===== src/apu_pkg.sv =====
`default_nettype none

package apu_pkg;

  //////////////////////////////////////////////////
  // Widths and counts
  //////////////////////////////////////////////////

  localparam int unsigned XLEN       = 32;
  localparam int unsigned REG_AW     = 6;
  localparam int unsigned NUSFLAGS   = 2;
  localparam int unsigned DIV_CYCLES = 32;
  // Iteration counter width of the divider
  localparam int unsigned DIV_CNT_W  = $clog2(DIV_CYCLES);

  // Opcodes understood by the integer unit
  typedef enum logic [2:0] {
    OP_ADD = 3'd0,
    OP_SUB = 3'd1,
    OP_MUL = 3'd2,
    OP_DIV = 3'd3,
    OP_REM = 3'd4
  } apu_op_e;

  // Latency classes, never mixed while in flight
  typedef enum logic [1:0] {
    LAT_COMB = 2'd0,
    LAT_PIPE = 2'd1,
    LAT_ITER = 2'd2
  } apu_lat_e;

  typedef struct packed {
    logic [XLEN-1:0] a;
    logic [XLEN-1:0] b;
  } apu_operands_t;

  // Dispatcher to unit
  typedef struct packed {
    logic          req;
    apu_op_e       op;
    apu_operands_t operands;
  } apu_req_t;

  typedef struct packed {
    logic zero;
    logic divzero;
  } apu_flags_t;

  // Unit to dispatcher, one-cycle pulse
  typedef struct packed {
    logic            valid;
    logic [XLEN-1:0] result;
    apu_flags_t      flags;
  } apu_rsp_t;

  // Dispatcher to core register file
  typedef struct packed {
    logic              valid;
    logic [REG_AW-1:0] waddr;
    logic [XLEN-1:0]   result;
    apu_flags_t        flags;
  } apu_wb_t;

  // Latency class of an opcode
  function automatic apu_lat_e op_lat_class(input apu_op_e op);
    case (op)
      OP_ADD, OP_SUB: return LAT_COMB;
      OP_MUL:         return LAT_PIPE;
      default:        return LAT_ITER;
    endcase
  endfunction

endpackage

`default_nettype wire


===== src/apu_mul_pipe.sv =====
`timescale 1ns/100ps
`default_nettype none

module apu_mul_pipe (
  input  wire logic                   clk_i,
  input  wire logic                   rst_ni,
  input  wire logic                   start_i,
  input  wire apu_pkg::apu_operands_t operands_i,
  output logic                        valid_o,
  output logic [apu_pkg::XLEN-1:0]    product_o
);

  // Stage one holds operands, stage two the product
  logic                     s1_valid_q, s2_valid_q;
  apu_pkg::apu_operands_t   s1_ops_q;
  logic [apu_pkg::XLEN-1:0] s2_prod_q;

  always_ff @(posedge clk_i or negedge rst_ni) begin
    if (!rst_ni) begin
      s1_valid_q <= 1'b0;
      s2_valid_q <= 1'b0;
    end else begin
      s1_valid_q <= start_i;
      s2_valid_q <= s1_valid_q;
    end
  end

  // Payload follows the valid bits
  always_ff @(posedge clk_i) begin
    s1_ops_q  <= operands_i;
    // Low word only
    s2_prod_q <= s1_ops_q.a * s1_ops_q.b;
  end

  assign valid_o   = s2_valid_q;
  assign product_o = s2_prod_q;

endmodule

`default_nettype wire


===== src/apu_div_iter.sv =====
`timescale 1ns/100ps
`default_nettype none

module apu_div_iter (
  input  wire logic                   clk_i,
  input  wire logic                   rst_ni,
  input  wire logic                   start_i,
  input  wire logic                   rem_i,
  input  wire apu_pkg::apu_operands_t operands_i,
  output logic                        busy_o,
  output logic                        valid_o,
  output logic [apu_pkg::XLEN-1:0]    result_o,
  output logic                        divzero_o
);

  logic                          busy_q, done_q;
  logic [apu_pkg::DIV_CNT_W-1:0] cnt_q;
  logic [apu_pkg::XLEN-1:0]      quo_q, rem_q, dvs_q;
  logic                          rem_sel_q, divzero_q;
  // Shifted partial remainder, one bit wider than the divisor
  logic [apu_pkg::XLEN:0]        partial;
  logic                          fits;

  assign partial = {rem_q, quo_q[apu_pkg::XLEN-1]};
  assign fits    = (partial >= {1'b0, dvs_q});

  // Control
  always_ff @(posedge clk_i or negedge rst_ni) begin
    if (!rst_ni) begin
      busy_q <= 1'b0;
      done_q <= 1'b0;
      cnt_q  <= '0;
    end else begin
      done_q <= 1'b0;
      if (start_i) begin
        busy_q <= 1'b1;
        cnt_q  <= '0;
      end else if (busy_q) begin
        cnt_q <= cnt_q + 1'b1;
        // Last iteration, result shows up next cycle
        if (cnt_q == apu_pkg::DIV_CNT_W'(apu_pkg::DIV_CYCLES - 1)) begin
          busy_q <= 1'b0;
          done_q <= 1'b1;
        end
      end
    end
  end

  // Datapath, one quotient bit per cycle
  always_ff @(posedge clk_i) begin
    if (start_i) begin
      quo_q     <= operands_i.a;
      rem_q     <= '0;
      dvs_q     <= operands_i.b;
      rem_sel_q <= rem_i;
      divzero_q <= (operands_i.b == '0);
    end else if (busy_q) begin
      // Restoring step, zero divisor always fits
      rem_q <= fits ? apu_pkg::XLEN'(partial - {1'b0, dvs_q}) : partial[apu_pkg::XLEN-1:0];
      quo_q <= {quo_q[apu_pkg::XLEN-2:0], fits};
    end
  end

  assign busy_o    = busy_q;
  assign valid_o   = done_q;
  assign result_o  = rem_sel_q ? rem_q : quo_q;
  assign divzero_o = divzero_q;

endmodule

`default_nettype wire


===== src/apu_int_unit.sv =====
`timescale 1ns/100ps
`default_nettype none

module apu_int_unit (
  input  wire logic              clk_i,
  input  wire logic              rst_ni,
  input  wire apu_pkg::apu_req_t req_i,
  output logic                   ack_o,
  output apu_pkg::apu_rsp_t      rsp_o
);

  apu_pkg::apu_lat_e          lat;
  logic                       accept;
  logic                       comb_valid;
  logic [apu_pkg::XLEN-1:0]   addsub_res;
  logic                       mul_valid;
  logic [apu_pkg::XLEN-1:0]   mul_res;
  logic                       div_busy, div_valid, div_divzero;
  logic [apu_pkg::XLEN-1:0]   div_res;

  assign lat    = apu_pkg::op_lat_class(req_i.op);
  // Divider holds off new requests while iterating
  assign ack_o  = ~div_busy;
  assign accept = req_i.req & ack_o;

  // ADD and SUB answer in the accept cycle
  assign comb_valid = accept & (lat == apu_pkg::LAT_COMB);
  assign addsub_res = (req_i.op == apu_pkg::OP_SUB) ?
                      req_i.operands.a - req_i.operands.b :
                      req_i.operands.a + req_i.operands.b;

  apu_mul_pipe i_mul (
    .clk_i      (clk_i),
    .rst_ni     (rst_ni),
    .start_i    (accept & (lat == apu_pkg::LAT_PIPE)),
    .operands_i (req_i.operands),
    .valid_o    (mul_valid),
    .product_o  (mul_res)
  );

  apu_div_iter i_div (
    .clk_i      (clk_i),
    .rst_ni     (rst_ni),
    .start_i    (accept & (lat == apu_pkg::LAT_ITER)),
    .rem_i      (req_i.op == apu_pkg::OP_REM),
    .operands_i (req_i.operands),
    .busy_o     (div_busy),
    .valid_o    (div_valid),
    .result_o   (div_res),
    .divzero_o  (div_divzero)
  );

  // At most one source returns per cycle
  always_comb begin
    if (comb_valid) begin
      rsp_o.result = addsub_res;
    end else if (mul_valid) begin
      rsp_o.result = mul_res;
    end else begin
      rsp_o.result = div_res;
    end
  end

  assign rsp_o.valid         = comb_valid | mul_valid | div_valid;
  assign rsp_o.flags.zero    = (rsp_o.result == '0);
  assign rsp_o.flags.divzero = div_valid & div_divzero;

endmodule

`default_nettype wire


===== src/apu_dispatcher.sv =====
`timescale 1ns/100ps
`default_nettype none

module apu_dispatcher (
  input  wire logic                                       clk_i,
  input  wire logic                                       rst_ni,
  // Core issue side
  input  wire logic                                       enable_i,
  input  wire apu_pkg::apu_op_e                           op_i,
  input  wire apu_pkg::apu_operands_t                     operands_i,
  input  wire logic [apu_pkg::REG_AW-1:0]                 waddr_i,
  // Dependency check inputs
  input  wire logic [2:0][apu_pkg::REG_AW-1:0]            read_regs_i,
  input  wire logic [2:0]                                 read_regs_valid_i,
  input  wire logic [1:0][apu_pkg::REG_AW-1:0]            write_regs_i,
  input  wire logic [1:0]                                 write_regs_valid_i,
  // Unit side
  input  wire logic                                       ack_i,
  input  wire apu_pkg::apu_rsp_t                          rsp_i,
  output apu_pkg::apu_req_t                               req_o,
  // Core status side
  output apu_pkg::apu_wb_t                                wb_o,
  output logic                                            active_o,
  output logic                                            stall_o,
  output logic                                            read_dep_o,
  output logic                                            write_dep_o,
  output logic                                            perf_type_o,
  output logic                                            perf_cont_o
);

  // One outstanding destination
  typedef struct packed {
    logic                       valid;
    logic [apu_pkg::REG_AW-1:0] addr;
  } slot_t;

  slot_t             inflight_q, inflight_d;
  slot_t             waiting_q, waiting_d;
  apu_pkg::apu_lat_e lat_q;
  apu_pkg::apu_lat_e lat_new;

  logic valid_req, req_accepted;
  logic returned_req, returned_inflight, returned_waiting;
  logic stall_full, stall_type, stall_nack;
  logic active;

  // Live entries for the hazard check: request, inflight, waiting
  logic [2:0]                             live;
  logic [2:0][apu_pkg::REG_AW-1:0]        live_addr;

  //////////////////////////////////////////////////
  // Request generation
  //////////////////////////////////////////////////

  assign lat_new      = apu_pkg::op_lat_class(op_i);
  // Nack stall still requests, so the request repeats until acked
  assign valid_req    = enable_i & ~(stall_full | stall_type);
  assign req_accepted = valid_req & ack_i;

  assign req_o.req      = valid_req;
  assign req_o.op       = op_i;
  assign req_o.operands = operands_i;

  // Results arrive in order, oldest slot first
  assign returned_req      = valid_req & rsp_i.valid & ~inflight_q.valid & ~waiting_q.valid;
  assign returned_inflight = inflight_q.valid & rsp_i.valid & ~waiting_q.valid;
  assign returned_waiting  = waiting_q.valid & rsp_i.valid;

  //////////////////////////////////////////////////
  // Outstanding slots
  //////////////////////////////////////////////////

  always_comb begin
    inflight_d = inflight_q;
    waiting_d  = waiting_q;
    // Clear whichever slot returned
    if (returned_waiting) begin
      waiting_d.valid = 1'b0;
    end else if (returned_inflight) begin
      inflight_d.valid = 1'b0;
    end
    // Multicycle request takes the inflight slot
    if (req_accepted && !returned_req) begin
      inflight_d.valid = 1'b1;
      inflight_d.addr  = waddr_i;
      // Older live entry moves down to waiting
      if (inflight_q.valid && !returned_inflight) begin
        waiting_d = inflight_q;
      end
    end
  end

  always_ff @(posedge clk_i or negedge rst_ni) begin
    if (!rst_ni) begin
      inflight_q <= '0;
      waiting_q  <= '0;
      lat_q      <= apu_pkg::LAT_COMB;
    end else begin
      inflight_q <= inflight_d;
      waiting_q  <= waiting_d;
      // Class of the last accepted request
      if (req_accepted) begin
        lat_q <= lat_new;
      end
    end
  end

  assign active   = inflight_q.valid | waiting_q.valid;
  assign active_o = active;

  //////////////////////////////////////////////////
  // Hazards
  //////////////////////////////////////////////////

  assign live[0]      = valid_req & ~returned_req;
  assign live[1]      = inflight_q.valid & ~returned_inflight;
  assign live[2]      = waiting_q.valid & ~returned_waiting;
  assign live_addr[0] = waddr_i;
  assign live_addr[1] = inflight_q.addr;
  assign live_addr[2] = waiting_q.addr;

  always_comb begin
    read_dep_o  = 1'b0;
    write_dep_o = 1'b0;
    // Register zero is never a dependency
    for (int r = 0; r < 3; r++) begin
      for (int e = 0; e < 3; e++) begin
        if (read_regs_valid_i[r] && (read_regs_i[r] != '0) && live[e] &&
            (read_regs_i[r] == live_addr[e])) begin
          read_dep_o = 1'b1;
        end
      end
    end
    for (int w = 0; w < 2; w++) begin
      for (int e = 0; e < 3; e++) begin
        if (write_regs_valid_i[w] && (write_regs_i[w] != '0) && live[e] &&
            (write_regs_i[w] == live_addr[e])) begin
          write_dep_o = 1'b1;
        end
      end
    end
  end

  //////////////////////////////////////////////////
  // Stalls and writeback
  //////////////////////////////////////////////////

  assign stall_full = inflight_q.valid & waiting_q.valid;
  // Only MUL may follow MUL while busy
  assign stall_type = active & ((lat_new != apu_pkg::LAT_PIPE) | (lat_q != apu_pkg::LAT_PIPE));
  assign stall_nack = valid_req & ~ack_i;
  assign stall_o    = stall_full | stall_type | stall_nack;

  assign perf_type_o = stall_type;
  assign perf_cont_o = stall_nack;

  assign wb_o.valid  = rsp_i.valid;
  assign wb_o.result = rsp_i.result;
  assign wb_o.flags  = rsp_i.flags;

  // Address of the returning instruction
  always_comb begin
    if (returned_req) begin
      wb_o.waddr = waddr_i;
    end else if (waiting_q.valid) begin
      wb_o.waddr = waiting_q.addr;
    end else begin
      wb_o.waddr = inflight_q.addr;
    end
  end

endmodule

`default_nettype wire


===== src/apu_subsystem.sv =====
`timescale 1ns/100ps
`default_nettype none

module apu_subsystem (
  input  wire logic                            clk_i,
  input  wire logic                            rst_ni,
  input  wire logic                            enable_i,
  input  wire apu_pkg::apu_op_e                op_i,
  input  wire apu_pkg::apu_operands_t          operands_i,
  input  wire logic [apu_pkg::REG_AW-1:0]      waddr_i,
  input  wire logic [2:0][apu_pkg::REG_AW-1:0] read_regs_i,
  input  wire logic [2:0]                      read_regs_valid_i,
  input  wire logic [1:0][apu_pkg::REG_AW-1:0] write_regs_i,
  input  wire logic [1:0]                      write_regs_valid_i,
  output apu_pkg::apu_wb_t                     wb_o,
  output logic                                 active_o,
  output logic                                 stall_o,
  output logic                                 read_dep_o,
  output logic                                 write_dep_o,
  output logic                                 perf_type_o,
  output logic                                 perf_cont_o
);

  // Dispatcher to unit link
  apu_pkg::apu_req_t unit_req;
  apu_pkg::apu_rsp_t unit_rsp;
  logic              unit_ack;

  apu_dispatcher i_disp (
    .clk_i              (clk_i),
    .rst_ni             (rst_ni),
    .enable_i           (enable_i),
    .op_i               (op_i),
    .operands_i         (operands_i),
    .waddr_i            (waddr_i),
    .read_regs_i        (read_regs_i),
    .read_regs_valid_i  (read_regs_valid_i),
    .write_regs_i       (write_regs_i),
    .write_regs_valid_i (write_regs_valid_i),
    .ack_i              (unit_ack),
    .rsp_i              (unit_rsp),
    .req_o              (unit_req),
    .wb_o               (wb_o),
    .active_o           (active_o),
    .stall_o            (stall_o),
    .read_dep_o         (read_dep_o),
    .write_dep_o        (write_dep_o),
    .perf_type_o        (perf_type_o),
    .perf_cont_o        (perf_cont_o)
  );

  apu_int_unit i_unit (
    .clk_i  (clk_i),
    .rst_ni (rst_ni),
    .req_i  (unit_req),
    .ack_o  (unit_ack),
    .rsp_o  (unit_rsp)
  );

endmodule

`default_nettype wire


===== config.mk =====
export PLATFORM = sky130hd
export DESIGN_NAME = apu_subsystem
export DESIGN_NICKNAME = d
export VERILOG_FILES = /design/src/apu_pkg.sv /design/src/apu_mul_pipe.sv /design/src/apu_div_iter.sv /design/src/apu_int_unit.sv /design/src/apu_dispatcher.sv /design/src/apu_subsystem.sv
export SDC_FILE = /design/constraint.sdc
export NUM_CORES = 2
export LEC_CHECK = 0
export CORE_ASPECT_RATIO = 0.7
export CORE_MARGIN = 2
export CORE_UTILIZATION = 35
export DETAILED_ROUTE_END_ITERATION = 16
export DONT_BUFFER_PORTS = 1
export SYNTH_ARGS = -nofsm -noshare
export SYNTH_HDL_FRONTEND = slang
export SYNTH_HIERARCHICAL = 1
export SYNTH_SLANG_ARGS = --single-unit
export TNS_END_PERCENT = 5

===== constraint.sdc =====
create_clock -name clk_i -period 10 [get_ports clk_i]
set_clock_uncertainty 0.15 [all_clocks]
set_input_delay 1.5 -clock clk_i [delete_from_list [all_inputs] [get_ports clk_i]]
set_output_delay 1.5 -clock clk_i [all_outputs]
set_load 0.01 [all_outputs]

After elaboration in Yosys (flattened, before gate mapping) --
Cells that the tools add are included.
Word-level totals: register bits 219, input bits 111, output and inout bits 47, logic and storage cells 171
Operators by class: add/subtract/negate cells 4, multipliers 1, magnitude comparators 1, eq/ne operators 24, muxes and demuxes 39, bitwise logic cells 31, reductions and logical operators 53
Operator list (count):
- 2-to-1 mux 32 bit | 7
- equality test 6 bit | 15
- zero test 32 bit | 2
- subtractor 32 bit | 2
- logical AND 1 bit | 37
- greater-or-equal comparator 33 x 32 -> 1 bit | 1
- adder 32 bit | 1
- multiplier 32 x 32 -> 32 bit | 1
- nonzero test 6 bit | 5
- 2-to-1 mux 1 bit | 24
- 2-to-1 mux 7 bit | 3
- AND 1 bit | 18
- 2-to-1 mux 6 bit | 2
- 2-to-1 mux 5 bit | 2
- NOT 1 bit | 7
- OR 1 bit | 6
- adder 5 x 1 -> 5 bit, second input constant | 1
- equality test 5 bit, second input constant | 1
- != test 2 x 1 -> 1 bit, second input constant | 2
- case mux 2 bit (2 select lines) | 1
- AND reduction 2 bit | 2
- nonzero test 2 bit | 2
- equality test 3 x 1 -> 1 bit, second input constant | 1
- equality test 3 x 2 -> 1 bit, second input constant | 1
- 8 further kinds | 9

Depth between registers and ports, before layout --
word-level depth 29, mapped depth 26, depth with buffers taken out 24

Modules after synthesis --
The synthesis kept the hierarchy.
By module, submodules not included:
- apu_mul_pipe | times used 1, cells an instance 1810, area an instance 17755.8 um^2, seq. area each 1971.9 um^2
- apu_div_iter | times used 1, cells an instance 614, area an instance 6259.8 um^2, seq. area each 2797.7 um^2
- apu_int_unit | times used 1, cells an instance 486, area an instance 3328.2 um^2, seq. area each 0.0 um^2
- apu_dispatcher | times used 1, cells an instance 336, area an instance 2801.4 um^2, seq. area each 400.4 um^2

Least setup slack after synthesis --
No wires, ideal clock.
path kind input to output, start in operands_i[4] in the netlist's numbering, end out wb_o[1] in the netlist's numbering, arrival time 5.800 ns, data required time 8.350 ns, setup slack 2.550 ns, stages on the path 18, buffers on the path 3, cell sequence buf_4 nor4_1 nand4b_1 or2_2 o41ai_1 xor2_1 ha_1 clkbuf_1 and3_1 nand4_1 a311o_1 o21ai_1 xnor2_1 mux2i_1 or4_1 or4_1 nor4b_2 buf_4
RTL lines:
- start, declared | RTL line apu_subsystem.sv:9 | input wire apu_pkg::apu_operands_t operands_i,
- end, declared | RTL line apu_subsystem.sv:15 | output apu_pkg::apu_wb_t wb_o,

==> metrics <==
status=complete, no violations; top_reg_cell synth=dfxtp_1; Die Area=88500 µm²; GRT met3 Usage=6.33%; initial antenna violation count=9; met2 usage=28.2%; Max Freq=115 MHz; vias=22100; Clock Path Buffers=3; Top Usage Layer GRT=met1; Hold WC Path Type=reg2reg; Avg Inst Size Synth=9.29 µm²; main combinational cell family by area after synthesis=adder cells; reg2reg start=i_unit/i_mul/s1_ops_q[2]; CORE AREA=85700 µm²; number of flops mapped to enable cells by yosys=66; DPL Wire Length=75100 µm; Antenna Nets Post-Route=0; wire length per cell=22.2 µm; WL final=93700 µm; Initial Utilization=35.2%; Distinct cells, synth=92; post-synthesis async set-or-reset flop share=11.4%; Overflow after GRT=0; CP startpoint kind=primary input; I/O pins=158; Post-Synthesis Cells=3246; number of I/O port buffers=0; Worst setup endpoint=wb_o[1]; clock latency on the worst-skew pair=0.59 ns; DR vias/cell=5.22; post-synthesis sequential area ratio=17.2%; GRT Util Overall=21.3%; DRC=0; CTS buffer count=26; CTS tree=yes; clock slew at reported path FFs=0.06 ns; final setup TNS=0 ns; post-CTS setup buffer count=0; Relative slew margins=8.58%; # resized after CTS=0; Slew @ Worst Pin=1.36 ns; register bit count reported by yosys=219; Synth Area in Simple Gates=17.1%; router iterations before antenna repair=5; synth-to-layout area growth=4.04%; nets=3760; CTS root buf=clkbuf_16; vias in the first global route=21900; cts hold-fix bufs=0; GPL Wtd Cong=0.910; met1 Use GR=33.8%; CP endpoint kind=primary output; H-tree levels=1; fin util=36.6%; site row count=90; Max-Cap Viols=0; CP Data Required Time=8.35 ns; clk sink count=219; Final Slew Violations=0; post-synthesis mux area share=4.25%; DRT iter0 DRCs=1976; Synth Area in Adders=35.1%; largest net degree at the start of global routing=67; worst r2r dst=i_unit/i_mul/product_o[28]; cell area after synthesis=30100 µm²; Worst R2R Path Depth=21; register-to-register setup slack=2.12 ns; Critical Path AT=7.05 ns; RSZ-0062 raised after global routing=false; Synth Area in Compound Gates=8.93%; Die H=250 µm; width of the die=355 µm; critical path startpoint=operands_i[4]; Tmin final=8.70 ns; final worst-path cycle share=87.0%; critical path peak fanout=8; Synth Area in XOR/XNOR=7.44%; Warnings, synthesis=6; final setup violation count=0; FILL cells=8682; kind of critical path=in2out; syn_nets=3956; final hold vios=0; first-pass GRT wire length=143000 µm; share of cells above drive strength 1=6.78%
## critical path, stage by stage
cell and delay (ns):
nor4_1 0.42, and2_1 0.24, nand2_1 0.12, nor3_1 0.45
nor2_1 0.10, xnor2_1 0.15, ha_1 0.42, a21o_1 0.29
a31o_2 0.30, nor4_1 0.22, a311o_1 0.17, nor3_1 0.08
buf_4 0.18, nor4_1 0.68, nand4bb_1 0.58, nor4_1 0.34
nor4b_1 0.38, nor4b_2 0.40
## synth_stat cells, types with 29 or more instances
cell type	instances	area share (%)
nor3_1	32	0.53
inv_1	419	5.2
dfxtp_1	128	8.5
nor2_1	107	1.3
nor4_1	35	0.73
buf_4	105	2.6
a21o_1	37	0.92
mux2i_1	29	0.96
mux2_2	80	3.0
and2_1	373	7.7
nand2_1	296	3.7
clkbuf_1	134	1.7
edfxtp_1	66	6.6
o21ai_0	64	1.1
ha_1	189	7.8
xor2_1	100	2.9
fa_1	410	27
a21oi_1	106	1.8
xnor2_1	156	4.5
## placed cells by master, fill, tap and decap left out, types with 20 or more instances in the layout
cell	Yosys	layout
inv_1	419	418
dfxtp_1	128	128
nor2_1	107	106
fa_1	410	410
o21ai_0	64	64
a21o_1	37	37
edfxtp_1	66	66
nand4_1	24	24
and2_1	373	373
nor3_1	32	31
mux2_2	80	80
nor4_1	35	35
buf_4	105	37
dfrtp_1	25	23
xnor2_1	156	156
a21oi_1	106	106
nand2b_1	20	20
ha_1	189	189
a311oi_1	20	20
mux2i_1	29	29
xor2_1	100	100
clkbuf_16	0	30
nand2_1	296	296
## layout make-up
| cell class | instances | area (µm²) | area share (%) |
|---|---|---|---|
| multi-input cells | 2346 | 22000 | 70.1 |
| flip-flops and latches | 219 | 5170 | 16.5 |
| inverters | 420 | 1580 | 5.03 |
| well taps | 1150 | 1440 | 4.59 |
| clock buffers | 34 | 786 | 2.51 |
| repair buffers | 37 | 278 | 0.886 |
| clock inverters | 14 | 129 | 0.411 |
| diodes | 3 | 7.51 | 0.0239 |
## through the flow
step	hold slack, ns	instance area (µm²)	std cells	setup WS [ns]
floorplan	0.181	30100	3246	2.55
global placement	0.188	30400	4172	1.70
detailed placement	0.202	30400	4172	1.60
CTS	0.211	31400	4220	1.58
global route	0.208	31400	4221	0.950
finish	0.211	31400	4223	1.30
## state kept, by name, summed over array words and instances, names as in the netlist
signal	cells
i_unit/i_div/rem_sel_q	1
i_unit/i_div/divzero_o	1
i_unit/i_mul/s1_ops_q	64
i_unit/i_div/rem_q	32
i_unit/i_div/busy_o	1
i_disp/inflight_q	7
i_unit/i_div/quo_q	32
i_unit/i_mul/valid_o	1
i_disp/lat_q	2
i_disp/live_addr	6
i_disp/waiting_q	1
i_unit/i_mul/s1_valid_q	1
i_unit/i_div/cnt_q	5
i_unit/i_div/valid_o	1
i_unit/i_mul/product_o	32
i_unit/i_div/dvs_q	32
## worst min path at each step
stage | startpoint | to | slack, ns | cells after the start
floorplan | i_unit/i_mul/s1_valid_q | i_unit/i_mul/valid_o | 0.18 | 0
global placement | i_unit/i_mul/s1_valid_q | i_unit/i_mul/valid_o | 0.19 | 0
detailed placement | i_unit/i_mul/s1_valid_q | i_unit/i_mul/valid_o | 0.20 | 0
CTS | i_unit/i_mul/s1_valid_q | i_unit/i_mul/valid_o | 0.21 | 0
global route | i_unit/i_mul/s1_valid_q | i_unit/i_mul/valid_o | 0.21 | 0
finish | i_unit/i_mul/s1_valid_q | i_unit/i_mul/valid_o | 0.21 | 0
## metal layers
layer | up-vias | wire, µm | part of all wire, %
met5 | - | 41 | 0.044
met4 | 6 | 1580 | 1.7
met3 | 89 | 10100 | 11
met2 | 859 | 35900 | 38
met1 | 11100 | 46100 | 49
li1 | 9981 | - | -
## kinds of logic (layout without fill, tap and decap cells)
logic type | count (synthesis) | count (layout)
AOI/OAI and AO/OA | 395 | 395
buffers and inverters | 681 | 505
and+or+nand+nor | 980 | 980
other | 0 | 3
muxes | 115 | 115
adders and majority gates | 600 | 600
DFF | 219 | 219
xor gates and xnor gates | 256 | 256
Power is left out: the tool's default activity adds up to more than one toggle a clock period on the data nets, which glitch-free logic cannot reach.
